<file path="src/common/adc_capture_params.svh">
`ifndef ADC_CAPTURE_PARAMS_SVH
`define ADC_CAPTURE_PARAMS_SVH

// frame byte seen once the lanes are aligned
`define FRAME_PATTERN 8'b1111_0000

// cycles to wait after a slip before the next compare
`define SLIP_SETTLE 2

// lane byte and assembled sample widths
`define LANE_W 8
`define SAMPLE_W 16

// capture buffer geometry
`define CAP_ADDR_W 6
`define CAP_DEPTH 64

`endif

</file>
<file path="src/common/adc_pkg.sv">
`include "adc_capture_params.svh"

package adc_pkg;

	// one deserialized word per lane and cycle
	typedef struct packed {
		logic [`LANE_W-1:0] frame;
		logic [`LANE_W-1:0] ch0_a;
		logic [`LANE_W-1:0] ch0_b;
		logic [`LANE_W-1:0] ch1_a;
		logic [`LANE_W-1:0] ch1_b;
	} lane_words_t;

	// buffer word with ch0 in the upper half
	typedef struct packed {
		logic [`SAMPLE_W-1:0] ch0;
		logic [`SAMPLE_W-1:0] ch1;
	} sample_pair_t;

	typedef enum logic [1:0] {
		ALIGN_IDLE,
		ALIGN_CHECK,
		ALIGN_WAIT,
		ALIGN_LOCKED
	} align_state_e;

	typedef enum logic [1:0] {
		CAP_IDLE,
		CAP_RUN,
		CAP_DONE
	} cap_state_e;

endpackage

</file>
<file path="src/common/host_pkg.sv">
`include "adc_capture_params.svh"

package host_pkg;

	typedef enum logic [1:0] {
		CMD_WRITE_CTRL,
		CMD_READ_STATUS,
		CMD_READ_SAMPLE
	} host_cmd_e;

	typedef struct packed {
		host_cmd_e cmd;
		logic [`CAP_ADDR_W-1:0] addr;
		logic [31:0] wdata;
	} host_req_t;

	typedef struct packed {
		logic [31:0] rdata;
	} host_rsp_t;

	// wdata[1] is adc_enable, wdata[0] is capture_enable
	typedef struct packed {
		logic adc_enable;
		logic capture_enable;
	} ctrl_t;

	typedef struct packed {
		logic frame_valid;
		logic [2:0] bitslip_count;
		adc_pkg::cap_state_e cap_state;
		logic adc_enable;
		logic capture_enable;
	} status_t;

endpackage

</file>
<file path="src/adc_phy/frame_aligner.sv">
`timescale 1ns/1ps
`include "adc_capture_params.svh"

module frame_aligner import adc_pkg::*, host_pkg::*; (
	input  logic         data_clk_div,
	input  logic         rst_n,
	input  ctrl_t        ctrl,
	input  lane_words_t  lanes,
	output sample_pair_t sample,
	output logic         frame_valid,
	output logic [2:0]   bitslip_count
);

	localparam int WAIT_W = $clog2(`SLIP_SETTLE + 1);

	align_state_e      state;
	logic [WAIT_W-1:0] wait_cnt;
	logic              frame_match;

	// each slip moves the byte one bit toward the lsb
	function automatic logic [`LANE_W-1:0] slip(input logic [`LANE_W-1:0] b,
			input logic [2:0] n);
		logic [2*`LANE_W-1:0] dbl;
		dbl = {b, b} >> n;
		return dbl[`LANE_W-1:0];
	endfunction

	assign frame_match = (slip(lanes.frame, bitslip_count) == `FRAME_PATTERN);

	// a lane in the upper byte, b lane in the lower
	always_ff @(posedge data_clk_div) begin
		sample.ch0 <= {slip(lanes.ch0_a, bitslip_count), slip(lanes.ch0_b, bitslip_count)};
		sample.ch1 <= {slip(lanes.ch1_a, bitslip_count), slip(lanes.ch1_b, bitslip_count)};
	end

	always_ff @(posedge data_clk_div or negedge rst_n) begin
		if (!rst_n) begin
			state <= ALIGN_IDLE;
			bitslip_count <= '0;
			frame_valid <= 1'b0;
			wait_cnt <= '0;
		end else if (!ctrl.adc_enable) begin
			state <= ALIGN_IDLE;
			bitslip_count <= '0;
			frame_valid <= 1'b0;
			wait_cnt <= '0;
		end else begin
			case (state)
				ALIGN_IDLE: begin
					state <= ALIGN_CHECK;
				end
				ALIGN_CHECK: begin
					if (frame_match) begin
						state <= ALIGN_LOCKED;
						frame_valid <= 1'b1;
					end else begin
						bitslip_count <= bitslip_count + 3'd1;
						wait_cnt <= WAIT_W'(`SLIP_SETTLE - 1);
						state <= ALIGN_WAIT;
					end
				end
				ALIGN_WAIT: begin
					if (wait_cnt == '0)
						state <= ALIGN_CHECK;
					else
						wait_cnt <= wait_cnt - 1'b1;
				end
				ALIGN_LOCKED: begin
					// search again from the current slip when the frame is lost
					if (!frame_match) begin
						frame_valid <= 1'b0;
						state <= ALIGN_CHECK;
					end
				end
				default: state <= ALIGN_IDLE;
			endcase
		end
	end

endmodule

</file>
<file path="src/capture/capture_buffer.sv">
`timescale 1ns/1ps
`include "adc_capture_params.svh"

module capture_buffer import adc_pkg::*; (
	input  logic                   data_clk_div,
	input  logic                   wr_en,
	input  logic [`CAP_ADDR_W-1:0] wr_addr,
	input  sample_pair_t           wr_data,
	input  logic [`CAP_ADDR_W-1:0] rd_addr,
	output sample_pair_t           rd_data
);

	sample_pair_t mem [`CAP_DEPTH];

	always_ff @(posedge data_clk_div) begin
		if (wr_en)
			mem[wr_addr] <= wr_data;
	end

	// registered read one cycle after the address
	always_ff @(posedge data_clk_div) begin
		rd_data <= mem[rd_addr];
	end

endmodule

</file>
<file path="src/capture/capture_ctrl.sv">
`timescale 1ns/1ps
`include "adc_capture_params.svh"

module capture_ctrl import adc_pkg::*, host_pkg::*; (
	input  logic                   data_clk_div,
	input  logic                   rst_n,
	input  ctrl_t                  ctrl,
	output logic                   wr_en,
	output logic [`CAP_ADDR_W-1:0] wr_addr,
	output cap_state_e             cap_state
);

	logic cap_en_q;
	logic start;
	logic last;

	assign start = ctrl.capture_enable & ~cap_en_q;
	assign last = (wr_addr == `CAP_ADDR_W'(`CAP_DEPTH - 1));

	// one entry per cycle while running
	assign wr_en = (cap_state == CAP_RUN);

	always_ff @(posedge data_clk_div or negedge rst_n) begin
		if (!rst_n) begin
			cap_en_q <= 1'b0;
			cap_state <= CAP_IDLE;
			wr_addr <= '0;
		end else begin
			cap_en_q <= ctrl.capture_enable;
			if (!ctrl.capture_enable) begin
				cap_state <= CAP_IDLE;
				wr_addr <= '0;
			end else begin
				case (cap_state)
					CAP_IDLE: begin
						if (start) begin
							cap_state <= CAP_RUN;
							wr_addr <= '0;
						end
					end
					CAP_RUN: begin
						// stop on the last entry without wrapping
						if (last)
							cap_state <= CAP_DONE;
						else
							wr_addr <= wr_addr + 1'b1;
					end
					CAP_DONE: cap_state <= CAP_DONE;
					default: cap_state <= CAP_IDLE;
				endcase
			end
		end
	end

endmodule

</file>
<file path="src/host/host_regs.sv">
`timescale 1ns/1ps
`include "adc_capture_params.svh"

module host_regs import adc_pkg::*, host_pkg::*; (
	input  logic                   data_clk_div,
	input  logic                   rst_n,
	input  host_req_t              host_req,
	input  logic                   host_req_valid,
	output logic                   host_ack,
	output host_rsp_t              host_rsp,
	output ctrl_t                  ctrl,
	output logic [`CAP_ADDR_W-1:0] rd_addr,
	input  sample_pair_t           rd_data,
	input  logic                   frame_valid,
	input  logic [2:0]             bitslip_count,
	input  cap_state_e             cap_state
);

	typedef enum logic [1:0] {
		HS_IDLE,
		HS_ACCEPT,
		HS_RESPOND,
		HS_RELEASE
	} hs_state_e;

	hs_state_e   hs_state;
	host_req_t   req_q;
	status_t     status;
	logic [31:0] rdata_mux;

	assign rd_addr = req_q.addr;

	always_comb begin
		status.frame_valid = frame_valid;
		status.bitslip_count = bitslip_count;
		status.cap_state = cap_state;
		status.adc_enable = ctrl.adc_enable;
		status.capture_enable = ctrl.capture_enable;
	end

	// writes answer with zero
	always_comb begin
		case (req_q.cmd)
			CMD_READ_STATUS: rdata_mux = 32'(status);
			CMD_READ_SAMPLE: rdata_mux = rd_data;
			default: rdata_mux = '0;
		endcase
	end

	// latched request and response word
	always_ff @(posedge data_clk_div) begin
		if (hs_state == HS_IDLE && host_req_valid)
			req_q <= host_req;
		if (hs_state == HS_RESPOND)
			host_rsp.rdata <= rdata_mux;
	end

	always_ff @(posedge data_clk_div or negedge rst_n) begin
		if (!rst_n) begin
			hs_state <= HS_IDLE;
			host_ack <= 1'b0;
			ctrl <= '0;
		end else begin
			case (hs_state)
				HS_IDLE: begin
					if (host_req_valid)
						hs_state <= HS_ACCEPT;
				end
				HS_ACCEPT: begin
					// buffer read in flight
					hs_state <= HS_RESPOND;
				end
				HS_RESPOND: begin
					if (req_q.cmd == CMD_WRITE_CTRL)
						ctrl <= ctrl_t'(req_q.wdata[1:0]);
					host_ack <= 1'b1;
					hs_state <= HS_RELEASE;
				end
				HS_RELEASE: begin
					// hold ack until the host lets go
					if (!host_req_valid) begin
						host_ack <= 1'b0;
						hs_state <= HS_IDLE;
					end
				end
				default: hs_state <= HS_IDLE;
			endcase
		end
	end

endmodule

</file>
<file path="src/rtl/adc_capture_top.sv">
`timescale 1ns/1ps
`include "adc_capture_params.svh"

module adc_capture_top import adc_pkg::*, host_pkg::*; (
	input  logic        data_clk_div,
	input  logic        rst_n,
	input  lane_words_t lanes,
	input  host_req_t   host_req,
	input  logic        host_req_valid,
	output logic        host_ack,
	output host_rsp_t   host_rsp
);

	ctrl_t                  ctrl;
	sample_pair_t           sample;
	sample_pair_t           rd_data;
	logic                   frame_valid;
	logic [2:0]             bitslip_count;
	logic                   wr_en;
	logic [`CAP_ADDR_W-1:0] wr_addr;
	logic [`CAP_ADDR_W-1:0] rd_addr;
	cap_state_e             cap_state;

	frame_aligner frame_aligner_i (
		.data_clk_div  (data_clk_div),
		.rst_n         (rst_n),
		.ctrl          (ctrl),
		.lanes         (lanes),
		.sample        (sample),
		.frame_valid   (frame_valid),
		.bitslip_count (bitslip_count)
	);

	capture_ctrl capture_ctrl_i (
		.data_clk_div (data_clk_div),
		.rst_n        (rst_n),
		.ctrl         (ctrl),
		.wr_en        (wr_en),
		.wr_addr      (wr_addr),
		.cap_state    (cap_state)
	);

	// aligned sample goes straight into the buffer
	capture_buffer capture_buffer_i (
		.data_clk_div (data_clk_div),
		.wr_en        (wr_en),
		.wr_addr      (wr_addr),
		.wr_data      (sample),
		.rd_addr      (rd_addr),
		.rd_data      (rd_data)
	);

	host_regs host_regs_i (
		.data_clk_div   (data_clk_div),
		.rst_n          (rst_n),
		.host_req       (host_req),
		.host_req_valid (host_req_valid),
		.host_ack       (host_ack),
		.host_rsp       (host_rsp),
		.ctrl           (ctrl),
		.rd_addr        (rd_addr),
		.rd_data        (rd_data),
		.frame_valid    (frame_valid),
		.bitslip_count  (bitslip_count),
		.cap_state      (cap_state)
	);

endmodule

</file>
<file path="config.mk">
export PLATFORM = sky130hd
export DESIGN_NAME = adc_capture_top
export DESIGN_NICKNAME = d
export VERILOG_FILES = /design/src/common/adc_pkg.sv /design/src/common/host_pkg.sv /design/src/adc_phy/frame_aligner.sv /design/src/capture/capture_buffer.sv /design/src/capture/capture_ctrl.sv /design/src/host/host_regs.sv /design/src/rtl/adc_capture_top.sv
export VERILOG_INCLUDE_DIRS = /design/src /design/src/common
export SDC_FILE = /design/constraint.sdc
export NUM_CORES = 2
export LEC_CHECK = 0
export ABC_CLOCK_PERIOD_IN_PS = 4300
export BUFFER_PORTS_ARGS = -buffer_cell sky130_fd_sc_hd__buf_2
export CAP_MARGIN = 20
export CORE_MARGIN = 2
export CORE_UTILIZATION = 55
export DETAILED_ROUTE_END_ITERATION = 8
export GPL_TIMING_DRIVEN = 0
export PLACE_DENSITY = 0.69
export SYNTH_ARGS = -nofsm -noshare
export SYNTH_HDL_FRONTEND = slang
export SYNTH_HIERARCHICAL = 1
export SYNTH_SLANG_ARGS = --single-unit
</file>
<file path="constraint.sdc">
create_clock -name data_clk_div -period 4.3 [get_ports data_clk_div]
set_input_delay 0.645 -clock data_clk_div [delete_from_list [all_inputs] [get_ports data_clk_div]]
set_output_delay 0.645 -clock data_clk_div [all_outputs]
set_load 0.02 [all_outputs]
</file>
=== Word level (Yosys, flattened, before mapping) ===
Memory sizes are Yosys's and may differ from the RTL's. A register that Yosys moved wholly into a read port is not among the register bits.
Cells that the tools add are included.

* Latch bits: 0
* Memory bits (writable): 2048
* Input port bits: 83
* Output and inout port bits: 33
* Register bits: 96
* Memories: 1
* ROM bits: 0
* Word-level logic and storage cells: 102

{| class="wikitable"
|+ Memory list
! memory !! words !! bits a word !! read ports !! clocked after memory_dff !! write ports !! line !! text
|-
| capture_buffer_i.mem || 64 || 32 || 1 || 1 || 1 || capture_buffer.sv:13 || <nowiki>sample_pair_t mem [`CAP_DEPTH];</nowiki>
|}

* Add/subtract/negate cells: 3
* Bitwise gates (word level): 2
* Divide/modulo/power cells: 0
* Shift operators: 5
* Equality and inequality tests: 27
* Reduce and logical (&&, ||, !) cells: 16
* Order comparisons: 0
* Multipliers: 0
* Mux-type cells: 31

{| class="wikitable"
|+ Operators by type and width
! operator !! count
|-
| $shr 16x3->8 || 5
|-
| $pmux 32 s2 || 1
|-
| $ne 3x3->1 const B || 11
|-
| $mux 2 || 10
|-
| $mux 6 || 3
|-
| $pmux 2 s4 || 2
|-
| $eq 2x2->1 const B || 6
|-
| $pmux 6 s2 || 1
|-
| $reduce_and 2->1 || 6
|-
| $logic_not 2->1 || 5
|-
| $mux 3 || 3
|-
| $reduce_and 3->1 || 3
|-
| $eq 2x1->1 const B || 4
|-
| $eq 8x8->1 const B || 1
|-
| $ne 2x2->1 const B || 4
|-
| $mux 1 || 7
|-
| $add 6x1->6 const B || 1
|-
| $eq 6x6->1 const B || 1
|-
| $pmux 2 s3 || 1
|-
| $pmux 1 s2 || 2
|-
| $pmux 2 s2 || 1
|-
| $add 3x1->3 const B || 1
|-
| $reduce_bool 2->1 || 1
|-
| $sub 2x1->2 const B || 1
|-
| other kinds (3) || 3
|}

=== Depth between registers and ports, before layout ===
* Word-level depth: 5
* Depth in mapped cells: 11
* Depth with buffers taken out: 6

=== By module ===
The synthesis kept the hierarchy.

{| class="wikitable"
|+ Modules (own cells, without submodules)
! module !! area an instance (sq um) !! cells each !! seq. area each (sq um) !! times used
|-
| capture_buffer || 78515.3 || 3324 || 62139.6 || 1
|-
| frame_aligner || 2442.3 || 183 || 840.8 || 1
|-
| host_regs || 1893.1 || 119 || 1386.3 || 1
|-
| capture_ctrl || 510.5 || 53 || 225.2 || 1
|}

=== Worst setup path after synthesis ===
Ideal clock, no wire load.

* Kind: flip-flop to flip-flop
* Start point: register capture_ctrl_i.cap_state[1]
* End point: memory capture_buffer_i/mem[48][0] (netlist name) (enable)
* Data required time: 3.839 ns
* Period minus slack after synthesis: 3.805 ns
* Path buffers: 0
* Path slack: 0.495 ns
* Cell stages (with the launch flop): 6
* Library setup time: 0.461 ns
* Arrival: 3.344 ns
* Path through: dfrtp_1 inv_1 ha_1 nor2b_1 nand4b_1 nor3_1

* Longest elaborated chain between the ends: 3

{| class="wikitable"
|+ RTL lines
! element !! line !! text
|-
| from (decl) || capture_ctrl.sv:10 || <nowiki>output cap_state_e cap_state</nowiki>
|-
| from (signal assigned) || capture_ctrl.sv:26 || <nowiki>cap_state <= CAP_IDLE;</nowiki>
|-
| from (signal assigned) || capture_ctrl.sv:31 || <nowiki>cap_state <= CAP_IDLE;</nowiki>
|-
| from (signal assigned) || capture_ctrl.sv:37 || <nowiki>cap_state <= CAP_RUN;</nowiki>
|-
| $eq 2x1->1 || capture_ctrl.sv:21 || <nowiki>assign wr_en = (cap_state == CAP_RUN);</nowiki>
|-
| named net wr_en || adc_capture_top.sv:19 || <nowiki>logic wr_en;</nowiki>
|-
| $mux 1 || capture_buffer.sv:16 || <nowiki>if (wr_en)</nowiki>
|-
| $mux 1 (not written as such) || capture_buffer.sv:17 || <nowiki>mem[wr_addr] <= wr_data;</nowiki>
|-
| to (decl) || capture_buffer.sv:13 ||
|}

The timed path passes the listed nets, and every way through them passes these cells.

==> impl_metrics.tcl <==
set metrics [dict create \
    outcome "finished clean" \
    htreeDepth 4 \
    yosysSeqAreaShare 0.775 \
    reg2reg_to "capture_buffer_i/rd_data[29]$_DFF_P_" \
    path_max_fanout 10 \
    nNetsFinal 4203 \
    via_per_inst 6.75 \
    dp.cells 5904 \
    grt_max_degree 65 \
    cellPowerDensity_nw_per_um2 560 \
    core_um2 150000 \
    ctsLongestPathBuffers 3 \
    cp-end-kind "flop" \
    p_leak_nw 30.2 \
    wire_per_inst_um 38.0 \
    cts_tree "built" \
    syn2layout_area_growth_pct 14.9 \
    clkSlewWorstSetupHoldPaths_ns 0.06 \
    maxCapViolCount 0 \
    syn_area_um2 83400 \
    synthTopCellsByArea "edfxtp_1, mux4_2, dfxtp_1" \
    cts-root-buf "clkbuf_16" \
    insertion_delay_ns 0.85 \
    crit_path_end "capture_buffer_i/rd_data[29]$_DFF_P_" \
    cts_made_buffers 203 \
    die_area_um2 155000 \
    arrival_ns 4.88 \
    fin_cells 6299 \
    path_class "reg2reg" \
    dp.final_hpwl_mm 155 \
    grt_pass1_vias 41300 \
    crit_path_start_kind "flop" \
    reg2reg_depth 10 \
    synth_cells 3679 \
    cp.required_ns 4.94 \
    ant_nets 0 \
    synth_most_common_cell "edfxtp_1" \
    hold_violations 0 \
    final_layout_size_suffix_gt1_frac 0.308 \
    avgSynthCellArea_um2 22.7 \
    post-cts-setup-buffers 0 \
    dr.pass1.iters 7 \
    dieHeight_um 393 \
    ys.flop_type "edfxtp_1" \
    io-pin-count 116 \
    peakVddDrop_mv 0.497 \
    drt_iter0_drc 6974 \
    synth_warnings 6 \
    final_util 0.638 \
    synthTopCellsByCount "edfxtp_1, mux4_2, nor2_1" \
    clock-sinks 2176 \
    holdCritStartpoint "host_req[32]" \
    synth_top_cell_area_share 0.753 \
    synth_cell_types 59 \
    hold_path_class "in2reg" \
    r2r_slack_ns 0.06 \
    io_buffers 85 \
    synth_edf_count 2090 \
    grtUsageTotal 0.311 \
    synth-async-reset-ratio 0.0101 \
    dp_slack_ns -0.187 \
    max_freq_mhz 236 \
    min_period_over_period 0.985 \
    grt_overflow 0 \
    setup.worst_path.start "host_regs_i/rd_addr[1]$_DFFE_PP_" \
    setup-violations-final 0 \
    die_w_um 393 \
    grt_pass1_wl_mm 329 \
    fin_crit_ns 4.24 \
    rows 142 \
    tightest_slew_ns 1.30 \
    antenna_found_initial 13 \
    clock_skew_ns 0.0293 \
    syn-num-nets 3774 \
    drc 0 \
    num_vias 42500 \
    gp_congestion 0.910 \
    synth_top_cell_by_area "edfxtp_1" \
    slew_headroom 0.131 \
    layout_setup_ws_ns 0.0638 \
    rsz0062_at_grt "no" \
    r2r_start "host_regs_i/rd_addr[1]$_DFFE_PP_" \
    ys_ff_latch 2176 \
    report.final.slew_viol_count 0 \
    drt_wl_total_mm 240 \
    start_util 0.555 \
]
==> critical path: stages, from the launching register on <==
cell and delay, ns:
edfxtp_1 0.33, buf_4 0.10, buf_2 0.32, buf_2 0.37, buf_2 0.38, clkbuf_1 0.57, buf_2 0.54, mux2i_1 0.29
a21oi_1 0.19, a21oi_1 0.59, nor2_1 0.34
==> logic make-up (layout without fill, tap and decap cells) <==
logic type | count (synthesis) | in the layout | share of synthesized area
AOI/OAI and AO/OA | 246 | 246 | 0.0194
muxes | 718 | 718 | 0.173
and+or+nand+nor | 307 | 307 | 0.0177
other | 0 | 4 | 0
adders and majority gates | 12 | 12 | 0.00180
DFF | 2176 | 2176 | 0.775
buffers and inverters | 220 | 820 | 0.0128
==> placed cells by master, fill, tap and decap left out, types with 28 or more instances in the layout <==
cell type,netlist,final
buf_2,61,145
dfxtp_1,64,32
clkbuf_1,84,144
nor2_4,0,62
mux4_2,577,577
edfxtp_1,2090,2090
clkinv_2,0,34
a21oi_1,68,63
nand2_1,41,40
clkinv_1,0,39
buf_4,31,32
mux2i_1,103,103
o22ai_1,84,84
buf_12,0,89
clkbuf_16,0,206
mux2_2,36,36
and2_1,28,28
nor2_1,144,82
==> through the flow <==
step | hold WS, ns | setup TNS, ns | cell area [um^2] | power [mW]
after floorplan | 0.349 | 0 | 83400 | 31.7
after global placement | 0.461 | -1644.34 | 86300 | 35.7
after detailed placement | 0.481 | -0.520 | 89200 | 36.3
after CTS | 0.00373 | 0 | 95700 | 53.5
after global routing | 0.0307 | 0 | 95800 | 54.8
final | 0.0581 | 0 | 95800 | 53.7
==> power by group <==
| part | internal, mW | switching (mW) |
|---|---|---|
| clock network | 9.72 | 7.91 |
| registers | 26.1 | 1.52 |
| logic | 2.91 | 5.47 |
| total | 38.8 | 14.9 |
==> registers in the layout (all words and copies together), names as in the netlist, 3 cells and up <==
| register | count |
|---|---|
| capture_buffer_i/mem | 2048 |
| capture_buffer_i/rd_data | 32 |
| capture_ctrl_i/wr_addr | 6 |
| frame_aligner_i/bitslip_count | 3 |
| frame_aligner_i/sample | 32 |
| host_regs_i/host_rsp | 32 |
| host_regs_i/rd_addr | 6 |
| host_regs_i/req_q | 4 |
==> worst min path at each step <==
stage | depth (start not counted) | to | slack [ns]
after detailed placement | 1 | host_regs_i/ctrl[1]$_DFFE_PN0P_ | 0.48
after CTS | 1 | host_regs_i/rd_addr[0]$_DFFE_PP_ | 0.004
after global placement | 1 | host_regs_i/ctrl[0]$_DFFE_PN0P_ | 0.46
final | 1 | host_regs_i/rd_addr[0]$_DFFE_PP_ | 0.06
after floorplan | 0 | capture_ctrl_i/cap_en_q$_DFF_PN0_ | 0.35
after global routing | 1 | host_regs_i/rd_addr[0]$_DFFE_PP_ | 0.03
==> routing by layer <==
metal | routed length [um] | share of wire | global-route usage
met5 | 34 | 0.00014 | 0
met4 | 12000 | 0.050 | 0.146
met3 | 28400 | 0.12 | 0.0770
met2 | 112000 | 0.47 | 0.472
met1 | 87000 | 0.36 | 0.429
==> repair_timing <==
action,in CTS,in global routing
pin swaps,0,0
hold buffers,10,0
resized for setup,5,7
endpoints found under the hold margin,31,0
endpoints found under the setup margin,3,6
==> layout make-up <==
class | count | area [um^2]
clock inverters | 103 | 925
well taps | 2016 | 2520
multi-input cells | 1283 | 18200
plain buffers | 207 | 1030
clock buffers | 273 | 5470
flip-flops and latches | 2176 | 64600
repair buffers | 224 | 2930
diodes | 4 | 10.0
inverters | 13 | 48.8
fillers | 9673 | 54300
Note: power is estimated with default switching activity, not from simulation.
